<file path="config.mk">
export PLATFORM = sky130hd
export DESIGN_NAME = motor_reg_top
export DESIGN_NICKNAME = d
export VERILOG_FILES = /design/src/common/motor_pkg.sv /design/src/cur_cmd/cur_cmd_bank.sv /design/src/hdl/motor_reg_top.sv /design/src/hdl/read_mux.sv /design/src/hdl/reg_decode.sv /design/src/safety/safety_check.sv
export SDC_FILE = /design/constraint.sdc
export NUM_CORES = 1
export LEC_CHECK = 0
export ABC_AREA = 1
export BUFFER_PORTS_ARGS = -buffer_cell sky130_fd_sc_hd__buf_2
export CAP_MARGIN = 0
export CORE_UTILIZATION = 30
export DETAILED_ROUTE_END_ITERATION = 10
export SYNTH_ARGS = -nofsm -noshare
export SYNTH_HDL_FRONTEND = slang
export SYNTH_SLANG_ARGS = --single-unit
</file>
<file path="constraint.sdc">
create_clock -name clk_125MHz -period 7.1 [get_ports clk_125MHz]
set_clock_uncertainty 0.1 [all_clocks]
set_input_delay 0.355 -clock clk_125MHz [delete_from_list [all_inputs] [get_ports clk_125MHz]]
set_output_delay 0.355 -clock clk_125MHz [all_outputs]
set_load 0.1 [all_outputs]
</file>
<file path="src/common/motor_pkg.sv">
// ------------------------------
// shared types and constants for the motor register core
// currents are offset binary, 16'h8000 is zero current
// amplifier-enable mask is 4 bits wide, so at most 4 channels
// ------------------------------

package motor_pkg;

    // ------------------------------
    // vector types
    // ------------------------------
    typedef logic [15:0] reg_addr_t;    // host register address
    typedef logic [31:0] reg_data_t;    // host register data
    typedef logic [3:0]  chan_t;        // addr[7:4]
    typedef logic [3:0]  offset_t;      // addr[3:0]
    typedef logic [3:0]  space_t;       // addr[15:12]
    typedef logic [15:0] cur_t;         // offset binary current

    // ------------------------------
    // address map
    // ------------------------------
    localparam space_t  ADDR_MAIN        = 4'h0;   // only space decoded here
    localparam offset_t OFF_ADC_DATA     = 4'd0;   // current feedback
    localparam offset_t OFF_DAC_CTRL     = 4'd1;   // commanded current
    localparam offset_t OFF_MOTOR_STATUS = 4'd12;
    localparam offset_t OFF_BOARD_STATUS = 4'd0;   // channel 0 only

    // status word layout
    localparam int MOTOR_AMP_EN_BIT = 28;   // amp enabled flag in motor status
    localparam int BOARD_ID_LSB     = 24;   // board id field, 27:24
    localparam int ENA_PWR_BIT      = 4;    // power enable in board status write

    // reset value and trip allowance
    localparam cur_t CUR_MIDSCALE  = 16'h8000;
    localparam cur_t SAFETY_MARGIN = 16'd256;

    // ------------------------------
    // bus structs
    // ------------------------------
    // host write bus, 50 bits
    typedef struct packed {
        logic      wen;        // write strobe
        logic      blk_wen;    // part of a block write
        reg_addr_t waddr;
        reg_data_t wdata;
    } reg_wr_t;

    // decoded command write for one channel
    typedef struct packed {
        logic  strobe;
        chan_t chan;       // always 1..NUM_CHAN when strobe is set
        cur_t  value;
        logic  blk;        // request a dac update
    } cmd_wr_t;

    // decoded board status write
    typedef struct packed {
        logic       strobe;
        logic       pwr_en;    // clears every channel
        logic [3:0] amp_en;    // bit n-1 clears channel n
    } enable_wr_t;

    // address field helpers
    function automatic space_t addr_space(reg_addr_t addr);
        return addr[15:12];
    endfunction

    function automatic chan_t addr_chan(reg_addr_t addr);
        return addr[7:4];
    endfunction

    function automatic offset_t addr_offset(reg_addr_t addr);
        return addr[3:0];
    endfunction

endpackage

</file>
<file path="src/cur_cmd/cur_cmd_bank.sv">
// ------------------------------
// commanded current per channel plus deferred dac request
// cmd_wr.chan must already be in range 1..NUM_CHAN
// request waits as long as dac_busy stays high
// ------------------------------

`timescale 1ns/1ps

module cur_cmd_bank #(
    parameter int NUM_CHAN = 4
) (
    input  logic                         clk_125MHz,
    input  logic                         arst_n,
    input  motor_pkg::cmd_wr_t           cmd_wr,
    input  logic                         dac_busy,
    output motor_pkg::cur_t [NUM_CHAN:1] cur_cmd,
    output logic                         dac_update
);
    import motor_pkg::*;

    cur_t [NUM_CHAN:1] cmd_q;     // stored commands
    logic              req_pending;
    logic              req_release;

    // ------------------------------
    // command registers
    // ------------------------------
    always_ff @(posedge clk_125MHz or negedge arst_n) begin
        if (!arst_n) begin
            cmd_q <= {NUM_CHAN{CUR_MIDSCALE}};   // zero current
        end else if (cmd_wr.strobe) begin
            cmd_q[cmd_wr.chan] <= cmd_wr.value;
        end
    end

    // forward the registered decode so a write shows up
    // right after the bus edge that sampled it
    for (genvar ch = 1; ch <= NUM_CHAN; ch++) begin : g_fwd
        assign cur_cmd[ch] = (cmd_wr.strobe && cmd_wr.chan == chan_t'(ch)) ?
                             cmd_wr.value : cmd_q[ch];
    end

    // ------------------------------
    // dac update request
    // ------------------------------
    assign req_release = req_pending & ~dac_busy;   // dac free, hand it over

    always_ff @(posedge clk_125MHz or negedge arst_n) begin
        if (!arst_n) begin
            req_pending <= 1'b0;
            dac_update  <= 1'b0;
        end else begin
            dac_update <= req_release;     // single pulse per release
            if (cmd_wr.strobe && cmd_wr.blk) begin
                req_pending <= 1'b1;       // new block data wins over release
            end else if (req_release) begin
                req_pending <= 1'b0;
            end
            // plain writes leave the request alone
        end
    end

endmodule

</file>
<file path="src/hdl/motor_reg_top.sv">
// ------------------------------
// motor channel register core, host bus only
// adc controller and dac serializer sit outside
// channels are numbered 1..NUM_CHAN, NUM_CHAN at most 4
// ------------------------------

`timescale 1ns/1ps

module motor_reg_top #(
    parameter int NUM_CHAN     = 4,
    parameter int SAFETY_COUNT = 3
) (
    input  logic                               clk_125MHz,
    input  logic                               arst_n,
    // host register bus
    input  motor_pkg::reg_wr_t                 reg_wr,
    input  motor_pkg::reg_addr_t               reg_raddr,
    output motor_pkg::reg_data_t               reg_rdata,
    // adc side
    input  motor_pkg::cur_t [NUM_CHAN:1]       cur_fb,
    input  logic                               cur_fb_valid,   // 1-cycle strobe
    input  logic [3:0]                         board_id,
    // dac side
    input  logic                               dac_busy,
    output logic                               dac_update,     // 1-cycle pulse
    output motor_pkg::cur_t [NUM_CHAN:1]       cur_cmd,
    output logic [NUM_CHAN:1]                  amp_disable
);
    import motor_pkg::*;

    cmd_wr_t    cmd_wr;       // registered command write
    enable_wr_t enable_wr;    // registered board status write

    // ------------------------------
    // decode
    // ------------------------------
    reg_decode #(.NUM_CHAN(NUM_CHAN)) u_decode (
        .clk_125MHz (clk_125MHz),
        .arst_n     (arst_n),
        .reg_wr     (reg_wr),
        .cmd_wr     (cmd_wr),
        .enable_wr  (enable_wr)
    );

    // ------------------------------
    // execute: commands and safety
    // ------------------------------
    cur_cmd_bank #(.NUM_CHAN(NUM_CHAN)) u_cmd_bank (
        .clk_125MHz (clk_125MHz),
        .arst_n     (arst_n),
        .cmd_wr     (cmd_wr),
        .dac_busy   (dac_busy),
        .cur_cmd    (cur_cmd),      // also feeds safety and read mux
        .dac_update (dac_update)
    );

    for (genvar ch = 1; ch <= NUM_CHAN; ch++) begin : g_safety
        safety_check #(.SAFETY_COUNT(SAFETY_COUNT)) u_safety (
            .clk_125MHz   (clk_125MHz),
            .arst_n       (arst_n),
            .cur_fb       (cur_fb[ch]),
            .cur_fb_valid (cur_fb_valid),
            .cur_cmd      (cur_cmd[ch]),
            // power enable clears all, mask bit clears this one
            .clear        (enable_wr.strobe & (enable_wr.pwr_en | enable_wr.amp_en[ch-1])),
            .amp_disable  (amp_disable[ch])
        );
    end

    // ------------------------------
    // result: read data
    // ------------------------------
    read_mux #(.NUM_CHAN(NUM_CHAN)) u_read_mux (
        .reg_raddr   (reg_raddr),
        .cur_fb      (cur_fb),
        .cur_cmd     (cur_cmd),
        .amp_disable (amp_disable),
        .board_id    (board_id),
        .reg_rdata   (reg_rdata)
    );

endmodule

</file>
<file path="src/hdl/read_mux.sv">
// ------------------------------
// combinational read data select
// unknown spaces, offsets and channels read zero
// ------------------------------

`timescale 1ns/1ps

module read_mux #(
    parameter int NUM_CHAN = 4
) (
    input  motor_pkg::reg_addr_t         reg_raddr,
    input  motor_pkg::cur_t [NUM_CHAN:1] cur_fb,
    input  motor_pkg::cur_t [NUM_CHAN:1] cur_cmd,
    input  logic [NUM_CHAN:1]            amp_disable,
    input  logic [3:0]                   board_id,
    output motor_pkg::reg_data_t         reg_rdata
);
    import motor_pkg::*;

    space_t    rd_space;
    chan_t     rd_chan;
    offset_t   rd_offset;
    logic      chan_ok;       // motor channel in 1..NUM_CHAN
    reg_data_t board_word;

    assign rd_space  = addr_space(reg_raddr);
    assign rd_chan   = addr_chan(reg_raddr);
    assign rd_offset = addr_offset(reg_raddr);
    assign chan_ok   = (rd_chan != 4'd0) && (int'(rd_chan) <= NUM_CHAN);

    // board status: id up top, latched disables in the low bits
    always_comb begin
        board_word = '0;
        board_word[BOARD_ID_LSB +: 4] = board_id;
        board_word[NUM_CHAN-1:0]      = amp_disable;
    end

    always_comb begin
        reg_rdata = '0;
        if (rd_space == ADDR_MAIN) begin
            if (rd_chan == 4'd0) begin
                if (rd_offset == OFF_BOARD_STATUS) begin
                    reg_rdata = board_word;
                end
            end else if (chan_ok) begin
                case (rd_offset)
                    OFF_ADC_DATA:     reg_rdata[15:0] = cur_fb[rd_chan];
                    OFF_DAC_CTRL:     reg_rdata[15:0] = cur_cmd[rd_chan];
                    OFF_MOTOR_STATUS: begin
                        reg_rdata[MOTOR_AMP_EN_BIT] = ~amp_disable[rd_chan];  // amp enabled
                        reg_rdata[15:0]             = cur_cmd[rd_chan];
                    end
                    default:          reg_rdata = '0;
                endcase
            end
        end
    end

endmodule

</file>
<file path="src/hdl/reg_decode.sv">
// ------------------------------
// host write decode, one register stage
// only space ADDR_MAIN is served, the rest is dropped
// ------------------------------

`timescale 1ns/1ps

module reg_decode #(
    parameter int NUM_CHAN = 4
) (
    input  logic                  clk_125MHz,
    input  logic                  arst_n,
    input  motor_pkg::reg_wr_t    reg_wr,
    output motor_pkg::cmd_wr_t    cmd_wr,
    output motor_pkg::enable_wr_t enable_wr
);
    import motor_pkg::*;

    space_t  wr_space;
    chan_t   wr_chan;
    offset_t wr_offset;
    logic    cmd_hit;     // dac command on a real motor channel
    logic    ena_hit;     // board status on channel 0

    // registered decode
    logic       cmd_stb_q;
    logic       ena_stb_q;
    chan_t      cmd_chan_q;
    cur_t       cmd_value_q;
    logic       cmd_blk_q;
    logic       ena_pwr_q;
    logic [3:0] ena_mask_q;

    assign wr_space  = addr_space(reg_wr.waddr);
    assign wr_chan   = addr_chan(reg_wr.waddr);
    assign wr_offset = addr_offset(reg_wr.waddr);

    assign cmd_hit = reg_wr.wen && (wr_space == ADDR_MAIN) && (wr_offset == OFF_DAC_CTRL)
                     && (wr_chan != 4'd0) && (int'(wr_chan) <= NUM_CHAN);
    assign ena_hit = reg_wr.wen && (wr_space == ADDR_MAIN) && (wr_chan == 4'd0)
                     && (wr_offset == OFF_BOARD_STATUS);

    // strobes, reset to idle
    always_ff @(posedge clk_125MHz or negedge arst_n) begin
        if (!arst_n) begin
            cmd_stb_q <= 1'b0;
            ena_stb_q <= 1'b0;
        end else begin
            cmd_stb_q <= cmd_hit;
            ena_stb_q <= ena_hit;
        end
    end

    // write payload, sampled every cycle
    always_ff @(posedge clk_125MHz) begin
        cmd_chan_q  <= wr_chan;
        cmd_value_q <= reg_wr.wdata[15:0];
        cmd_blk_q   <= reg_wr.blk_wen;
        ena_pwr_q   <= reg_wr.wdata[ENA_PWR_BIT];
        ena_mask_q  <= reg_wr.wdata[3:0];       // one bit per channel
    end

    assign cmd_wr    = '{strobe: cmd_stb_q, chan: cmd_chan_q, value: cmd_value_q,
                         blk: cmd_blk_q};
    assign enable_wr = '{strobe: ena_stb_q, pwr_en: ena_pwr_q, amp_en: ena_mask_q};

endmodule

</file>
<file path="src/safety/safety_check.sv">
// ------------------------------
// overcurrent check for one channel
// trips after SAFETY_COUNT consecutive bad strobes, SAFETY_COUNT >= 1
// limit is 2*|cmd| + SAFETY_MARGIN around midscale
// ------------------------------

`timescale 1ns/1ps

module safety_check #(
    parameter int SAFETY_COUNT = 3
) (
    input  logic            clk_125MHz,
    input  logic            arst_n,
    input  motor_pkg::cur_t cur_fb,
    input  logic            cur_fb_valid,
    input  motor_pkg::cur_t cur_cmd,
    input  logic            clear,          // from board status write
    output logic            amp_disable
);
    import motor_pkg::*;

    localparam int CNT_W = $clog2(SAFETY_COUNT + 1);

    typedef logic [16:0] wide_t;   // one spare bit for 2*|cmd| + margin

    cur_t             fb_mag;      // |fb - midscale|
    cur_t             cmd_mag;     // |cmd - midscale|
    wide_t            limit;
    logic             over;
    logic [CNT_W-1:0] run_cnt;     // consecutive over-limit strobes
    logic             disable_q;

    // ------------------------------
    // compare
    // ------------------------------
    always_comb begin
        if (cur_fb >= CUR_MIDSCALE) begin
            fb_mag = cur_fb - CUR_MIDSCALE;
        end else begin
            fb_mag = CUR_MIDSCALE - cur_fb;
        end
        if (cur_cmd >= CUR_MIDSCALE) begin
            cmd_mag = cur_cmd - CUR_MIDSCALE;
        end else begin
            cmd_mag = CUR_MIDSCALE - cur_cmd;   // max 16'h8000
        end
        limit = {cmd_mag, 1'b0} + {1'b0, SAFETY_MARGIN};
        over  = {1'b0, fb_mag} > limit;
    end

    // ------------------------------
    // run counter and latch
    // ------------------------------
    always_ff @(posedge clk_125MHz or negedge arst_n) begin
        if (!arst_n) begin
            run_cnt   <= '0;
            disable_q <= 1'b0;
        end else if (clear) begin
            run_cnt   <= '0;    // clear also restarts the run
            disable_q <= 1'b0;
        end else if (cur_fb_valid) begin
            if (over) begin
                if (run_cnt != CNT_W'(SAFETY_COUNT)) begin
                    run_cnt <= run_cnt + 1'b1;   // saturate
                end
                if (run_cnt >= CNT_W'(SAFETY_COUNT - 1)) begin
                    disable_q <= 1'b1;           // this strobe completes the run
                end
            end else begin
                run_cnt <= '0;  // good sample breaks the run
            end
        end
    end

    // clear takes effect with the decoded write, same as the command path
    assign amp_disable = disable_q & ~clear;

endmodule

</file>
==> results.sh <==
export IMPL_status="finished clean"
export IMPL_synthDistinctLibCells=50
export IMPL_grtUsageTotal=0.217
export IMPL_die_h_um=194
export IMPL_dp_cells=2305
export IMPL_startpoint="u_decode.cmd_stb_q"
export IMPL_reg2reg_from="u_decode.cmd_stb_q"
export IMPL_synthFlopType="dfrtp_1"
export IMPL_grt_setup_unrepaired="false"
export IMPL_synth_edf_count=0
export IMPL_fmax_mhz=189
export IMPL_fill_cells=3987
export IMPL_synth_area_per_cell_um2=6.52
export IMPL_peakVddDrop_uv=103
export IMPL_arrival_ns=5.43
export IMPL_endpoint_kind="flop"
export IMPL_start_util=0.308
export IMPL_syn_to_final_growth_pct=15.0
export IMPL_dieArea_um2=37600
export IMPL_grt_max_degree=71
export IMPL_cp_max_fo=29
export IMPL_crit_type="flop to flop"
export IMPL_vias_per_cell=5.04
export IMPL_synth_top_area_frac=0.172
export IMPL_grt_pass1_wl_um=62700
export IMPL_max_cap_violations=0
export IMPL_start_kind="flop"
export IMPL_hold_class="primary input to flop"
export IMPL_fp_dieW_um=194
export IMPL_cts_made_buffers=9
export IMPL_antenna_found_initial=1
export IMPL_slew_viol_final=0
export IMPL_synthAdderAreaFrac=0.0905
export IMPL_synth_top_family_by_area="simple AND/OR/NAND/NOR gates"
export IMPL_synth_xor_area_frac=0.0844
export IMPL_core_um2=35900
export IMPL_critPathRequiredTime_ns=7.25
export IMPL_rr_worst_depth=24
export IMPL_place_hpwl_um=34400
export IMPL_finalHoldViolCount=0
export IMPL_cts_resized=0
export IMPL_yosysWarnings=0
export IMPL_finalSetupViolCount=0
export IMPL_num_vias=11800
export IMPL_power_density_nw_per_um2=116
export IMPL_fin_nets=2088
export IMPL_dr_pass1_iters=5
export IMPL_synth_cell_area_um2=11100
export IMPL_syn_instance_count=1697
export IMPL_clkLatencyLatePin_ns=0.36
export IMPL_drtIter0Drc=1025
export IMPL_period_needed_ns=5.29
export IMPL_cp_endpoint="g_safety[2].u_safety.run_cnt[1]"
export IMPL_drive_above_1_share=0.179
export IMPL_setup_tns_ns=0
export IMPL_r2r_end="g_safety[2].u_safety.run_cnt[1]"
export IMPL_r2r_setup_slack_ns=1.81
export IMPL_yosysSeqAreaShare=0.219
export IMPL_grt_pass1_vias=10800
export IMPL_htreeDepth=3
export IMPL_wl_um=41700
export IMPL_num_io_pins=239
export IMPL_max_clock_path_buffers=2
export IMPL_tightest_slew_ns=1.06
export IMPL_num_rows=69
export IMPL_muxShareOfSynthArea=0
export IMPL_cts_setup_buffers=0
export IMPL_synth_simple_gate_area_frac=0.320
export IMPL_hold_buffers=15
export IMPL_cts_root_buffer="clkbuf_16"
export IMPL_gp_congestion=0.976
export IMPL_wl_per_cell_um=17.9
export IMPL_drc_errors=0
export IMPL_port_buffers=203
export IMPL_path_clk_slew_ns=0.07
export IMPL_overflow=0
export IMPL_synthArstFlopShare=0.792
export IMPL_diodes=0
export IMPL_min_period_over_period=0.744
export IMPL_clock_sinks=101
export IMPL_cts_tree="done"
export IMPL_ys_seq_elements=101
export IMPL_p_leak_nw=7.51
export IMPL_synth_compound_area_frac=0.145
export IMPL_ant_nets=0
export IMPL_timing_slew_headroom=0.291
export IMPL_synth_area_leader_cell="dfrtp_1"
export IMPL_post_layout_nonfiller_instances=2336
export IMPL_yosys_top_cells_area="dfrtp_1 (17%), nand2_1 (13%), inv_1 (9.4%)"
per-stage QoR:
step / hold WS [ns] / worst slack (ns) / area [µm²] / utilization / power, mW
2_1_floorplan: -0.0406 / 1.99 / 11100 / - / 0.854
3_3_place_gp: 0.104 / 1.93 / 12300 / 0.342 / 0.977
3_5_place_dp: 0.106 / 1.89 / 12300 / 0.342 / 0.982
4_1_cts: 0.00537 / 1.85 / 12700 / 0.354 / 1.48
5_1_grt: 0.00174 / 1.38 / 12700 / 0.354 / 1.55
6_report: 0.00948 / 1.81 / 12700 / 0.354 / 1.47
worst min path at each step:
stage               startpoint                              to  slack (ns)  cells after the start
CTS                  reg_wr[7]         u_decode.cmd_value_q[7]       0.005                      1
finish               reg_wr[7]         u_decode.cmd_value_q[7]       0.009                      1
floorplan               arst_n  g_safety[1].u_safety.disable_q       -0.04                      0
detailed placement      arst_n            u_cmd_bank.cmd_q[49]        0.11                      1
global route         reg_wr[7]         u_decode.cmd_value_q[7]       0.002                      1
global placement        arst_n            u_cmd_bank.cmd_q[49]        0.10                      1
per-layer routing:
layer / up-vias / routed length (µm) / GRT usage
li1: 5787 / - / -
met1: 5462 / 18800 / 0.301
met2: 485 / 18900 / 0.356
met3: 41 / 3280 / 0.0313
met4: 0 / 742 / 0.0476
met5: - / 0 / 0
cells by family after synthesis:
group	count (synthesis)
DFF	101
buffers and inverters	371
xor gates and xnor gates	104
and+or+nand+nor	785
AOI/OAI and AO/OA	255
other	1
adders and majority gates	80
flip-flops by register name, summed over array words and instances, names as in the netlist, 3 cells and up:
| register | cells |
|---|---|
| g_safety.u_safety.disable_q | 4 |
| g_safety.u_safety.run_cnt | 8 |
| u_cmd_bank.cmd_q | 64 |
| u_decode.cmd_chan_q | 4 |
| u_decode.cmd_value_q | 13 |
| u_decode.ena_mask_q | 3 |
layout by cell type, fill, tap and decap left out, types with 4 or more instances in the layout:
| cell | n |
|---|---|
| nand3_1 | 82 |
| clkinv_1 | 7 |
| nor3_1 | 21 |
| dfxtp_1 | 21 |
| nand4_1 | 59 |
| a32oi_1 | 9 |
| o31ai_1 | 9 |
| conb_1 | 11 |
| o21ai_2 | 19 |
| o221ai_1 | 11 |
| o21ai_0 | 99 |
| xnor2_1 | 9 |
| inv_1 | 276 |
| o211ai_1 | 16 |
| buf_2 | 202 |
| nor4_1 | 13 |
| a21oi_1 | 57 |
| ha_1 | 80 |
| o21a_1 | 5 |
| dlygate4sd3_1 | 15 |
| clkbuf_16 | 9 |
| dfrtp_1 | 76 |
| inv_2 | 18 |
| nand3_2 | 9 |
| nand2_1 | 393 |
| dfstp_2 | 4 |
| nor2_2 | 21 |
| xor2_1 | 92 |
| nor2_1 | 147 |
| nand2_2 | 22 |
| o21ai_4 | 8 |
| buf_4 | 5 |
| o21ai_1 | 16 |
layout make-up:
type | instances | area, µm² | share of cell area
Clock buffer | 10 | 229 | 0.0180
Multi-Input combinational cell | 1235 | 7110 | 0.559
Inverter | 301 | 1130 | 0.0888
Clock inverter | 6 | 53.8 | 0.00423
Timing Repair Buffer | 222 | 1200 | 0.0942
Tap cell | 461 | 577 | 0.0453
Sequential cell | 101 | 2430 | 0.191
cell usage after synthesis, drive strengths merged (4+ instances only):
library cell  instances
nor3                 24
o31ai                 9
inv                 294
o221ai               11
nand2               416
a21oi                57
xnor2                 9
nand3                93
buf                  44
nor4                 13
nand4                60
xor2                 95
o21ai               142
dfrtp                76
clkinv                7
clkbuf               26
dfxtp                21
o211ai               16
nor2                170
a32oi                 9
o21a                  5
dfstp                 4
ha                   80
power by group:
group	total (mW)	leakage [nW]	internal (mW)	switching, mW
registers	0.595	1.26	0.582	0.0126
logic	0.388	6.12	0.124	0.263
clock network	0.490	0.136	0.245	0.245
total	1.47	7.51	0.951	0.521
critical path, stage by stage (launching register included):
cell	delay, ns
dfrtp_1	0.39
inv_2	0.05
nor2_2	0.46
nand3_2	0.67
o21ai_2	0.42
ha_1	0.25
nand2_1	0.09
nor2_1	0.10
nand2_1	0.07
nand2_1	0.11
xor2_1	0.25
ha_1	0.23
nand3_1	0.10
nor2_2	0.16
nand3_1	0.11
xor2_1	0.16
ha_1	0.29
nand2_1	0.07
or4_1	0.52
nor3_1	0.14
nor2_1	0.10
nand4_2	0.12
nand2_1	0.08
nand3_1	0.08
nand2_1	0.05
No activity file was read; power rests on OpenSTA's default activity.
